**config.mk**
```make
export PLATFORM = sky130hd
export DESIGN_NAME = dcache_top
export DESIGN_NICKNAME = d
export VERILOG_FILES = /design/src/hw/dcache_cfg_pkg.sv /design/src/hw/lsu_op_pkg.sv /design/src/hw/dcache_array.sv /design/src/hw/dcache_bus_ctrl.sv /design/src/hw/dcache_resp_merge.sv /design/src/hw/dcache_top.sv
export SDC_FILE = /design/constraint.sdc
export NUM_CORES = 2
export LEC_CHECK = 0
export BUFFER_PORTS_ARGS = -buffer_cell sky130_fd_sc_hd__buf_2
export CAP_MARGIN = 20
export CORE_MARGIN = 2
export CORE_UTILIZATION = 45
export DETAILED_ROUTE_END_ITERATION = 8
export GPL_TIMING_DRIVEN = 0
export RECOVER_POWER = 25
export REMOVE_ABC_BUFFERS = 1
export SKIP_CTS_REPAIR_TIMING = 1
export SLEW_MARGIN = 20
export SYNTH_ARGS = -nofsm -noshare
export SYNTH_HDL_FRONTEND = slang
export SYNTH_SLANG_ARGS = --single-unit
export TNS_END_PERCENT = 1
```
**constraint.sdc**
```tcl
create_clock -name clk -period 6.7 [get_ports clk]
set_input_delay 0.335 -clock clk [delete_from_list [all_inputs] [get_ports clk]]
set_output_delay 0.335 -clock clk [all_outputs]
set_load 0.005 [all_outputs]
```
**src/hw/dcache_cfg_pkg.sv**
```systemverilog
package dcache_cfg_pkg;

    // Processor word width
    localparam int xlen = 32;

    // One cache line matches one Wishbone transfer
    localparam int line_bits = 64;

    // Direct-mapped geometry
    localparam int num_lines = 16;

    // Address fields from top to bottom are tag, index and offset
    localparam int offset_bits = 3;
    localparam int index_bits = 4;
    localparam int tag_bits = xlen - index_bits - offset_bits;

endpackage

```
**src/hw/lsu_op_pkg.sv**
```systemverilog
package lsu_op_pkg;

    // Load/store access size with bit 2 as the zero-extension flag for loads
    typedef enum logic [2:0] {
        size_b  = 3'b000,
        size_h  = 3'b001,
        size_w  = 3'b010,
        size_bu = 3'b100,
        size_hu = 3'b101
    } mem_size_e;

    // Bus controller states
    typedef enum logic [1:0] {
        st_idle  = 2'd0,
        st_fill  = 2'd1,
        st_store = 2'd2,
        st_done  = 2'd3
    } ctrl_state_e;

    // Byte-lane masks for one 32-bit word before the shift by addr[1:0]
    localparam logic [3:0] sel_byte = 4'b0001;
    localparam logic [3:0] sel_half = 4'b0011;
    localparam logic [3:0] sel_word = 4'b1111;

endpackage

```
**src/hw/dcache_array.sv**
```systemverilog
`timescale 1ns/1ps

module dcache_array (
    input  logic                               clk,
    input  logic                               rst,
    input  logic [dcache_cfg_pkg::xlen-1:0]      addr,
    output logic                               hit,
    output logic [dcache_cfg_pkg::line_bits-1:0] line_data,
    input  logic                               fill_en,
    input  logic [dcache_cfg_pkg::line_bits-1:0] fill_data,
    input  logic                               store_en,
    input  logic [dcache_cfg_pkg::xlen-1:0]      wdata,
    input  lsu_op_pkg::mem_size_e              size
);

    import dcache_cfg_pkg::*;
    import lsu_op_pkg::*;

    logic [num_lines-1:0] valid;
    logic [tag_bits-1:0]  tag_mem  [num_lines];
    logic [line_bits-1:0] data_mem [num_lines];

    logic [tag_bits-1:0]    line_tag;
    logic [index_bits-1:0]  line_idx;
    logic [offset_bits-1:0] line_off;

    logic [3:0]           lane_mask;
    logic [3:0]           lane_sel;
    logic [7:0]           byte_sel;
    logic [xlen-1:0]      wdata_lane;
    logic [line_bits-1:0] store_line;

    assign line_tag = addr[xlen-1 -: tag_bits];
    assign line_idx = addr[offset_bits +: index_bits];
    assign line_off = addr[offset_bits-1:0];

    // Combinational lookup
    assign hit       = valid[line_idx] && (tag_mem[line_idx] == line_tag);
    assign line_data = data_mem[line_idx];

    // Bytes touched by a store
    always_comb begin
        case (size)
            size_b, size_bu: lane_mask = sel_byte;
            size_h, size_hu: lane_mask = sel_half;
            default:         lane_mask = sel_word;
        endcase
    end

    assign lane_sel   = lane_mask << line_off[1:0];
    assign byte_sel   = line_off[2] ? {lane_sel, 4'b0000} : {4'b0000, lane_sel};
    assign wdata_lane = wdata << {line_off[1:0], 3'b000};
    // Same word in both halves so byte_sel picks the live one
    assign store_line = {wdata_lane, wdata_lane};

    always_ff @(posedge clk) begin
        if (rst) begin
            valid <= '0;
        end else if (fill_en) begin
            valid[line_idx] <= 1'b1;
        end
    end

    always_ff @(posedge clk) begin
        if (fill_en) begin
            data_mem[line_idx] <= fill_data;
            tag_mem[line_idx]  <= line_tag;
        end else if (store_en) begin
            for (int i = 0; i < line_bits / 8; i++) begin
                if (byte_sel[i]) begin
                    data_mem[line_idx][8*i +: 8] <= store_line[8*i +: 8];
                end
            end
        end
    end

    // Controller raises at most one update per ack
    a_single_update: assert property (
        @(posedge clk) disable iff (rst)
        !(fill_en && store_en)
    );

endmodule

```
**src/hw/dcache_bus_ctrl.sv**
```systemverilog
`timescale 1ns/1ps

module dcache_bus_ctrl (
    input  logic                                 clk,
    input  logic                                 rst,
    input  logic                                 cache_read,
    input  logic                                 cache_write,
    input  logic [dcache_cfg_pkg::xlen-1:0]        addr,
    input  logic [dcache_cfg_pkg::xlen-1:0]        wdata,
    input  lsu_op_pkg::mem_size_e                size,
    input  logic                                 hit,
    output logic                                 fill_en,
    output logic [dcache_cfg_pkg::line_bits-1:0]   fill_data,
    output logic                                 store_en,
    output logic                                 resp_fire,
    output logic                                 fill_bypass,
    output logic                                 wb_cyc,
    output logic                                 wb_stb,
    output logic                                 wb_we,
    output logic [dcache_cfg_pkg::xlen-1:0]        wb_adr,
    output logic [dcache_cfg_pkg::line_bits-1:0]   wb_dat_o,
    output logic [dcache_cfg_pkg::line_bits/8-1:0] wb_sel,
    input  logic                                 wb_ack,
    input  logic [dcache_cfg_pkg::line_bits-1:0]   wb_dat_i
);

    import dcache_cfg_pkg::*;
    import lsu_op_pkg::*;

    ctrl_state_e st_ctrl;
    ctrl_state_e st_next;

    logic                   start_fill;
    logic                   start_store;
    logic [3:0]             lane_mask;
    logic [3:0]             lane_sel;
    logic [line_bits/8-1:0] byte_sel;
    logic [xlen-1:0]        wdata_lane;

    assign start_fill  = (st_ctrl == st_idle) && cache_read && !hit;
    assign start_store = (st_ctrl == st_idle) && cache_write;

    // Ack arrives only while the bus cycle is open
    assign fill_en     = (st_ctrl == st_fill) && wb_ack;
    assign store_en    = (st_ctrl == st_store) && wb_ack && hit;
    assign fill_data   = wb_dat_i;
    assign fill_bypass = (st_ctrl == st_fill);
    assign resp_fire   = ((st_ctrl == st_idle) && cache_read && hit) ||
                         (((st_ctrl == st_fill) || (st_ctrl == st_store)) && wb_ack);

    always_comb begin
        st_next = st_ctrl;
        case (st_ctrl)
            st_idle: begin
                if (cache_write) begin
                    st_next = st_store;
                end else if (cache_read) begin
                    st_next = hit ? st_done : st_fill;
                end
            end
            st_fill, st_store: begin
                if (wb_ack) begin
                    st_next = st_done;
                end
            end
            // Hold until the processor drops the request
            st_done: begin
                if (!cache_read && !cache_write) begin
                    st_next = st_idle;
                end
            end
            default: st_next = st_idle;
        endcase
    end

    always_ff @(posedge clk) begin
        if (rst) begin
            st_ctrl <= st_idle;
        end else begin
            st_ctrl <= st_next;
        end
    end

    // Store lanes on the 64-bit bus
    always_comb begin
        case (size)
            size_b, size_bu: lane_mask = sel_byte;
            size_h, size_hu: lane_mask = sel_half;
            default:         lane_mask = sel_word;
        endcase
    end

    assign lane_sel   = lane_mask << addr[1:0];
    assign byte_sel   = addr[2] ? {lane_sel, 4'b0000} : {4'b0000, lane_sel};
    assign wdata_lane = wdata << {addr[1:0], 3'b000};

    always_ff @(posedge clk) begin
        if (rst) begin
            wb_cyc <= 1'b0;
            wb_stb <= 1'b0;
            wb_we  <= 1'b0;
        end else if (start_fill || start_store) begin
            wb_cyc <= 1'b1;
            wb_stb <= 1'b1;
            wb_we  <= start_store;
        end else if (wb_ack) begin
            wb_cyc <= 1'b0;
            wb_stb <= 1'b0;
            wb_we  <= 1'b0;
        end
    end

    // Bus payload latched once per transfer
    always_ff @(posedge clk) begin
        if (start_fill || start_store) begin
            wb_adr   <= {addr[xlen-1:offset_bits], {offset_bits{1'b0}}};
            wb_dat_o <= {wdata_lane, wdata_lane};
            wb_sel   <= start_store ? byte_sel : '1;
        end
    end

    a_stb_in_cyc: assert property (
        @(posedge clk) disable iff (rst)
        wb_stb |-> wb_cyc
    );

    a_adr_stable: assert property (
        @(posedge clk) disable iff (rst)
        (wb_stb && !wb_ack) |=> $stable(wb_adr)
    );

endmodule

```
**src/hw/dcache_resp_merge.sv**
```systemverilog
`timescale 1ns/1ps

module dcache_resp_merge (
    input  logic                               clk,
    input  logic                               rst,
    input  logic                               resp_fire,
    input  logic                               fill_bypass,
    input  logic [dcache_cfg_pkg::line_bits-1:0] line_data,
    input  logic [dcache_cfg_pkg::line_bits-1:0] fill_data,
    input  logic [dcache_cfg_pkg::xlen-1:0]      addr,
    input  lsu_op_pkg::mem_size_e              size,
    output logic [dcache_cfg_pkg::xlen-1:0]      rdata,
    output logic                               resp_valid
);

    import dcache_cfg_pkg::*;
    import lsu_op_pkg::*;

    logic [line_bits-1:0] src_line;
    logic [xlen-1:0]      word;
    logic [xlen-1:0]      word_shift;
    logic [15:0]          half;
    logic [7:0]           byte_val;
    logic [xlen-1:0]      load_val;

    // On a refill the array has not been written yet
    assign src_line = fill_bypass ? fill_data : line_data;
    assign word     = addr[2] ? src_line[63:32] : src_line[31:0];

    assign word_shift = word >> {addr[1:0], 3'b000};
    assign byte_val   = word_shift[7:0];
    assign half       = addr[1] ? word[31:16] : word[15:0];

    always_comb begin
        case (size)
            size_b:  load_val = {{(xlen-8){byte_val[7]}}, byte_val};
            size_h:  load_val = {{(xlen-16){half[15]}}, half};
            size_bu: load_val = {{(xlen-8){1'b0}}, byte_val};
            size_hu: load_val = {{(xlen-16){1'b0}}, half};
            default: load_val = word;
        endcase
    end

    always_ff @(posedge clk) begin
        if (rst) begin
            resp_valid <= 1'b0;
        end else begin
            resp_valid <= resp_fire;
        end
    end

    always_ff @(posedge clk) begin
        if (resp_fire) begin
            rdata <= load_val;
        end
    end

    // Controller waits for the drop so each request gets one response
    a_resp_pulse: assert property (
        @(posedge clk) disable iff (rst)
        resp_valid |=> !resp_valid
    );

endmodule

```
**src/hw/dcache_top.sv**
```systemverilog
`timescale 1ns/1ps

module dcache_top (
    input  logic                                 clk,
    input  logic                                 rst,
    input  logic                                 cache_read,
    input  logic                                 cache_write,
    input  logic [dcache_cfg_pkg::xlen-1:0]        addr,
    input  logic [dcache_cfg_pkg::xlen-1:0]        wdata,
    input  lsu_op_pkg::mem_size_e                size,
    output logic [dcache_cfg_pkg::xlen-1:0]        rdata,
    output logic                                 resp_valid,
    output logic                                 wb_cyc,
    output logic                                 wb_stb,
    output logic                                 wb_we,
    output logic [dcache_cfg_pkg::xlen-1:0]        wb_adr,
    output logic [dcache_cfg_pkg::line_bits-1:0]   wb_dat_o,
    output logic [dcache_cfg_pkg::line_bits/8-1:0] wb_sel,
    input  logic                                 wb_ack,
    input  logic [dcache_cfg_pkg::line_bits-1:0]   wb_dat_i
);

    import dcache_cfg_pkg::*;

    logic                 hit;
    logic [line_bits-1:0] line_data;
    logic                 fill_en;
    logic [line_bits-1:0] fill_data;
    logic                 store_en;
    logic                 resp_fire;
    logic                 fill_bypass;

    dcache_array i_array (
        .clk       (clk),
        .rst       (rst),
        .addr      (addr),
        .hit       (hit),
        .line_data (line_data),
        .fill_en   (fill_en),
        .fill_data (fill_data),
        .store_en  (store_en),
        .wdata     (wdata),
        .size      (size)
    );

    dcache_bus_ctrl i_bus_ctrl (
        .clk         (clk),
        .rst         (rst),
        .cache_read  (cache_read),
        .cache_write (cache_write),
        .addr        (addr),
        .wdata       (wdata),
        .size        (size),
        .hit         (hit),
        .fill_en     (fill_en),
        .fill_data   (fill_data),
        .store_en    (store_en),
        .resp_fire   (resp_fire),
        .fill_bypass (fill_bypass),
        .wb_cyc      (wb_cyc),
        .wb_stb      (wb_stb),
        .wb_we       (wb_we),
        .wb_adr      (wb_adr),
        .wb_dat_o    (wb_dat_o),
        .wb_sel      (wb_sel),
        .wb_ack      (wb_ack),
        .wb_dat_i    (wb_dat_i)
    );

    dcache_resp_merge i_resp_merge (
        .clk         (clk),
        .rst         (rst),
        .resp_fire   (resp_fire),
        .fill_bypass (fill_bypass),
        .line_data   (line_data),
        .fill_data   (fill_data),
        .addr        (addr),
        .size        (size),
        .rdata       (rdata),
        .resp_valid  (resp_valid)
    );

endmodule

```
**After elaboration in Yosys (flattened, before gate mapping)**

Memory sizes are Yosys's and may differ from the RTL's.
Cells that the tools add are included.

- Logic and storage cells: 120
- Input bits: 136
- Memories kept: 2
- Bits in writable memories: 1,424
- Register bits after elaboration: 154

Memories:

| name | words | width | read ports | clocked after Yosys merged registers in | write ports | line | RTL |
|---|---|---|---|---|---|---|---|
| i_array.data_mem | 16 | 64 | 1 | 0 | 1 | dcache_array.sv:21 | `logic [line_bits-1:0] data_mem [num_lines];` |
| i_array.tag_mem | 16 | 25 | 1 | 0 | 1 | dcache_array.sv:20 | `logic [tag_bits-1:0] tag_mem [num_lines];` |

- Muxes and demuxes: 61
- Shift operators: 3
- Equal/unequal tests: 10
- Bitwise operators: 9
- Order comparisons: 2
- Reduce and logical (&&, ||, !) cells: 24

Operators with widths:

| cell | number |
|---|---|
| 32-bit case mux with 4 select lines | 1 |
| 8-bit two-way mux | 9 |
| 64-bit two-way mux | 1 |
| 1-bit two-way mux | 39 |
| 32-bit two-way mux | 1 |
| 32-bit by 5-bit left shift with 32-bit output | 1 |
| 32-bit by 5-bit right shift with 8-bit output | 1 |
| 25-bit equality test | 1 |
| 16-bit two-way mux | 1 |
| 16-bit OR | 1 |
| 1-bit logical AND | 11 |
| 2-bit two-way mux | 5 |
| 1-bit OR | 8 |
| 4-bit case mux with 2 select lines | 1 |
| 3-bit equality test (second input constant) | 2 |
| 2-bit case mux with 3 select lines | 1 |
| 2-bit OR reduction | 3 |
| 4-bit by 5-bit < comparator with 1-bit output (second input constant) | 1 |
| 1-bit binary-select mux with 4-bit select | 1 |
| 1-bit demux with 4-bit select | 1 |
| 2-bit equality test (second input constant) | 2 |
| 4-bit by 1-bit greater-or-equal comparator with 1-bit output (second input constant) | 1 |
| 4-bit by 2-bit left shift with 4-bit output | 1 |
| 3-bit by 1-bit equality test with 1-bit output (second input constant) | 1 |
| other kinds (10) | 14 |

**Logic depth before layout (Yosys ltp)**

- Word-level depth: 10
- Mapped depth: 16
- Depth with buffers taken out: 8

**Hierarchy**

A second synthesis with hierarchy kept.

- Cells, all modules: 3,087
- Area, all modules: 63,397.1 um2

By module, submodules not included:

| module | area each (um2) | times used | cells each |
|---|---|---|---|
| dcache_array | 56,487.9 | 1 | 2,541 |
| dcache_bus_ctrl | 3,734.8 | 1 | 305 |
| dcache_resp_merge | 3,174.3 | 1 | 241 |

**Least setup slack after synthesis**

OpenSTA, ideal clock, no wires.

- Kind: input -> register
- From: in addr[6] (netlist name)
- To: reg i_bus_ctrl.wb_adr[10] (netlist name) (enable)
- Arrival: 4.082 ns
- Stages: 12
- Path buffers: 4
- Setup slack: 2.186 ns
- Path through: buf_2 -> buf_2 -> buf_1 -> mux4_2 -> mux2i_1 -> xnor2_1 -> nor3_1 -> a21oi_1 -> a211oi_1 -> clkbuf_1 -> a31oi_1 -> o21a_1

- Cells in the longest elaborated chain, start to end: 6
- Elaborated cells between the ends (all ways): 8

Ends and longest elaborated chain:

| what | line | RTL |
|---|---|---|
| start, declared | dcache_top.sv:8 | `input logic [dcache_cfg_pkg::xlen-1:0] addr,` |
| memory 16 x 25 bit / 1-bit binary-select mux with 4-bit select (equally long branches) | -- |  |
| 25-bit equality test / 1-bit two-way mux (equally long branches) | dcache_array.sv:38 | `assign hit = valid[line_idx] && (tag_mem[line_idx] == line_tag);` |
| 1-bit logical AND * | dcache_array.sv:38 |  |
| 1-bit logical NOT * | dcache_bus_ctrl.sv:40 | `assign start_fill = (st_ctrl == st_idle) && cache_read && !hit;` |
| 1-bit logical AND * | dcache_bus_ctrl.sv:40 |  |
| 1-bit logical OR * | dcache_bus_ctrl.sv:115 | `if (start_fill \|\| start_store) begin` |
| end signal, assigned | dcache_bus_ctrl.sv:116 | `wb_adr <= {addr[xlen-1:offset_bits], {offset_bits{1'b0}}};` |
| end, declared | dcache_bus_ctrl.sv:20 | `output logic [dcache_cfg_pkg::xlen-1:0] wb_adr,` |

Mark *: on every way between the ends. The rest lies on a longest branch, timed or not. The select of a mux whose other input is x is not followed.
A chain may end at the register's enable or synchronous reset.

**Worst setup path after layout**

- From: in addr[4] (netlist name)
- To: mem i_array.data_mem[3][32] (enable)

- Cells in the longest elaborated chain, start to end: 8
- Elaborated cells between the ends (all ways): 10

Ends and longest elaborated chain:

| what | line | RTL |
|---|---|---|
| memory 16 x 25 bit / 1-bit binary-select mux with 4-bit select (equally long branches) | -- |  |
| 25-bit equality test / 1-bit two-way mux (equally long branches) | dcache_array.sv:38 |  |
| 1-bit logical AND | dcache_array.sv:38 |  |
| 1-bit logical AND | dcache_bus_ctrl.sv:45 | `assign store_en = (st_ctrl == st_store) && wb_ack && hit;` |
| 1-bit two-way mux | dcache_array.sv:68 | `end else if (store_en) begin` |
| 1-bit two-way mux | dcache_array.sv:65 | `if (fill_en) begin` |
| 1-bit two-way mux (implied by the code) | dcache_array.sv:71 | `data_mem[line_idx][8*i +: 8] <= store_line[8*i +: 8];` |
| 1-bit OR (no line) | -- |  |
| end, declared | dcache_array.sv:21 |  |

Parallel ways exist; a longest one is shown, timed or not. The select of a mux whose other input is x is not followed.

==> run metrics <==
f_max=0.153 GHz; Cell Count Post-Placement=4,859; CP arrival=approximately 7.0 ns; largest net degree at the start of global routing=just under 90; Fin Setup TNS=0 ns; DR DRC count=0; Ys Warns=0; failing checks=max-capacitance violations, max-slew violations; Post-DP HPWL=between 100,000 and 150,000 um; drt pass-1 iters=6; Power Total=around 22,000 uW; routed len/inst=slightly above 30 um; Async S/R FF share, synth=0%; CTS buffer count=161; clk buf depth=3; fin cells=around 5.2k; Fillers=10.7k; initial core utilization=45.4%; top cell type's share of synthesized area=73.3%; Fin. Hold Viols=0; Critical-path top delay cell=a21oi_1; via/cell ratio=6.00; die height=377 um; Critical Path Max Stage Delay=1.09 ns; Slew Limit Fails=86; Rel. slew slack=-42.1%; minimum clock period=around 6.5 ns; H-tree levels=4; Die X=377 um; crit path max fanout=73; I/O pin count=276; RSZ-0062 raised after global routing=yes; gr ovfl total=0; Post-synth EDFFs=around 1.5k; total track usage=between 20% and 30%; LEAKAGE=0.0226 uW; IO Port Bufs=roughly 270; register clock-pin slew on the reported worst setup and hold paths=0.06 ns; Root Driver=clkbuf_16; Area contributors post-synth=edfxtp_1, mux4_2, mux2_2, mux2i_1, a21oi_1; Worst Max-Slew Pin Slew=2.11 ns; Syn Area/Cell=21.2 um^2; Tcrit/Tclk final=97.7%; Critical Path End Type=register; DRT iter0 DRCs=between 3k and 4k; Yosys cell types=66; worst vdd ir=0.240 mV; clock latency on the worst-skew pair=0.81 ns; FP Rows=136; Final setup viols=0; GPL Wtd Cong=0.835; area grow syn2layout=14.4%; top_reg_cell synth=edfxtp_1; Seq cells post-synth=~1.5k; DIE AREA=about 140,000 um^2; first-pass GRT wire length=225,000 um; synth cell count leaders=edfxtp_1, mux4_2, a21oi_1; element type at the critical path start=input port; CTS tree=yes; CP required=about 7.1 ns; max-cap viol count=7; number of global-route vias before repair=about 32k; Post-Route WL=157,000 um; pwr dens=308 nW/um^2; critical-path cell list=buf_8 > buf_16 > buf_16 > buf_16 > nor2b_1 > a22o_1 > nor3_1 > nor4b_1 > a32oi_1 > a211oi_4 > buf_8 > nand4_1 > a21oi_1; Post-Syn Area=between 60,000 and 70,000 um^2; crit path kind=in -> reg; antenna-violating nets left=0; Hold Path Class=in -> reg; final core occ=51.9%; core outline area=about 140,000 um^2; clock sinks=1,546; status=finished with violations; ratio of cells with drive above 1 in the final layout=a little under a third; Synth Instances=2,955; post-synth top area cell=edfxtp_1; Final nets=between 3k and 4k; sequential area share after synthesis=73.9%; initial antenna violation count=13; cell repeated most along the worst path=buf_16; most frequent cell after synthesis=edfxtp_1; via count=~31k; clk_skew=around 0.041 ns; Fin Hold WS=0.0626 ns
kinds of logic (layout without fill, tap and decap cells):
logic type / count (synthesis) / count (layout) / synth area share [%]
adders and majority gates: 4 / 4 / 0.0801
and+or+nand+nor: 250 / 250 / 2.04
AOI/OAI and AO/OA: 295 / 295 / 3.16
DFF: 1546 / 1546 / 73.9
other: 1 / 5 / 0.00600
buffers and inverters: 231 / 666 / 2.03
muxes: 600 / 600 / 18.4
xor gates and xnor gates: 28 / 28 / 0.392
cell type report:
cell class | count | area [um^2] | area share, %
timing repair buffer | 358 | 2680 | 3.75
clock buffer | 196 | 4190 | 5.86
inverter | 14 | 52.6 | 0.0735
antenna | 2 | 5.00 | 0.00700
clock inverter | 98 | 887 | 1.24
multi-input combinational | 1180 | 15200 | 21.3
tap | 1794 | 2240 | 3.14
sequential | 1546 | 46200 | 64.6
routing by layer:
metal | vias to the layer above | track usage [%] | part of all wire [%]
met1 | 16500 | 29.8 | 40
met2 | 1302 | 36.1 | 49
met3 | 276 | 4.52 | 7.2
met4 | 8 | 8.41 | 3.6
li1 | 13000 | - | -
met5 | - | 0 | 0.083
worst max-delay path, delay by kind of cell:
family	cells	cell delay, ns
AO/OA/AOI/OAI	4	2.39
AND/OR/NAND/NOR	4	2.30
buffers and inverters	5	1.68
through the flow:
step	setup slack, ns	cell area, um^2
CTS	-0.313	71500
global route	-0.132	71500
floorplan	0.380	61300
detailed placement	-1.06	66500
finish	0.155	71500
global placement	-13.11	64900
where the power goes:
group          total (uW)  internal, uW  switching (uW)
clock                8600          4870            3730
combinational        2270           824            1440
sequential          11200         11100             115
cells in the final DEF (no fill, tap or decap), types with 11 or more instances in the layout:
| cell type | instances |
|---|---|
| edfxtp_1 | 1525 |
| mux4_2 | 429 |
| buf_2 | 177 |
| clkbuf_16 | 162 |
| clkbuf_1 | 131 |
| a21oi_1 | 93 |
| mux2i_1 | 86 |
| mux2_2 | 85 |
| nor2_1 | 82 |
| nand2_1 | 59 |
| a21oi_2 | 55 |
| clkinv_1 | 41 |
| dlygate4sd3_1 | 32 |
| buf_16 | 32 |
| clkinv_2 | 29 |
| o22ai_1 | 23 |
| nor2b_1 | 21 |
| dfxtp_1 | 21 |
| xnor2_1 | 18 |
| a21o_1 | 16 |
| a211oi_1 | 15 |
| nand2b_1 | 14 |
| a22o_1 | 13 |
| o21ai_0 | 12 |
| inv_1 | 11 |
final timing paths:
check / cells after the start / slack [ns] / start / endpoint
min: 3 / 0.06 / size[2] / i_resp_merge.rdata[21]$_DFFE_PP_
max: 13 / 0.15 / addr[4] / i_array.data_mem[3][32]$_DFFE_PP_
min reg2reg: 2 / 0.47 / i_array.valid[4]$_SDFFE_PP0P_ / i_array.valid[4]$_SDFFE_PP0P_
max reg2reg: 6 / 1.40 / i_bus_ctrl.st_ctrl[1]$_SDFFE_PP0P_ / i_array.tag_mem[13][15]$_DFFE_PP_
state kept, by name, indices dropped and copies added, names as in the netlist:
name	flops
i_array.data_mem	1024
i_array.tag_mem	400
i_bus_ctrl.wb_dat_o	32
i_resp_merge.rdata	32
i_bus_ctrl.wb_adr	29
i_array.valid	16
i_bus_ctrl.wb_sel	8
i_bus_ctrl.st_ctrl	2
i_bus_ctrl.wb_stb	1
i_bus_ctrl.wb_we	1
i_resp_merge.resp_valid	1
Note: power is estimated with default switching activity, not from simulation.
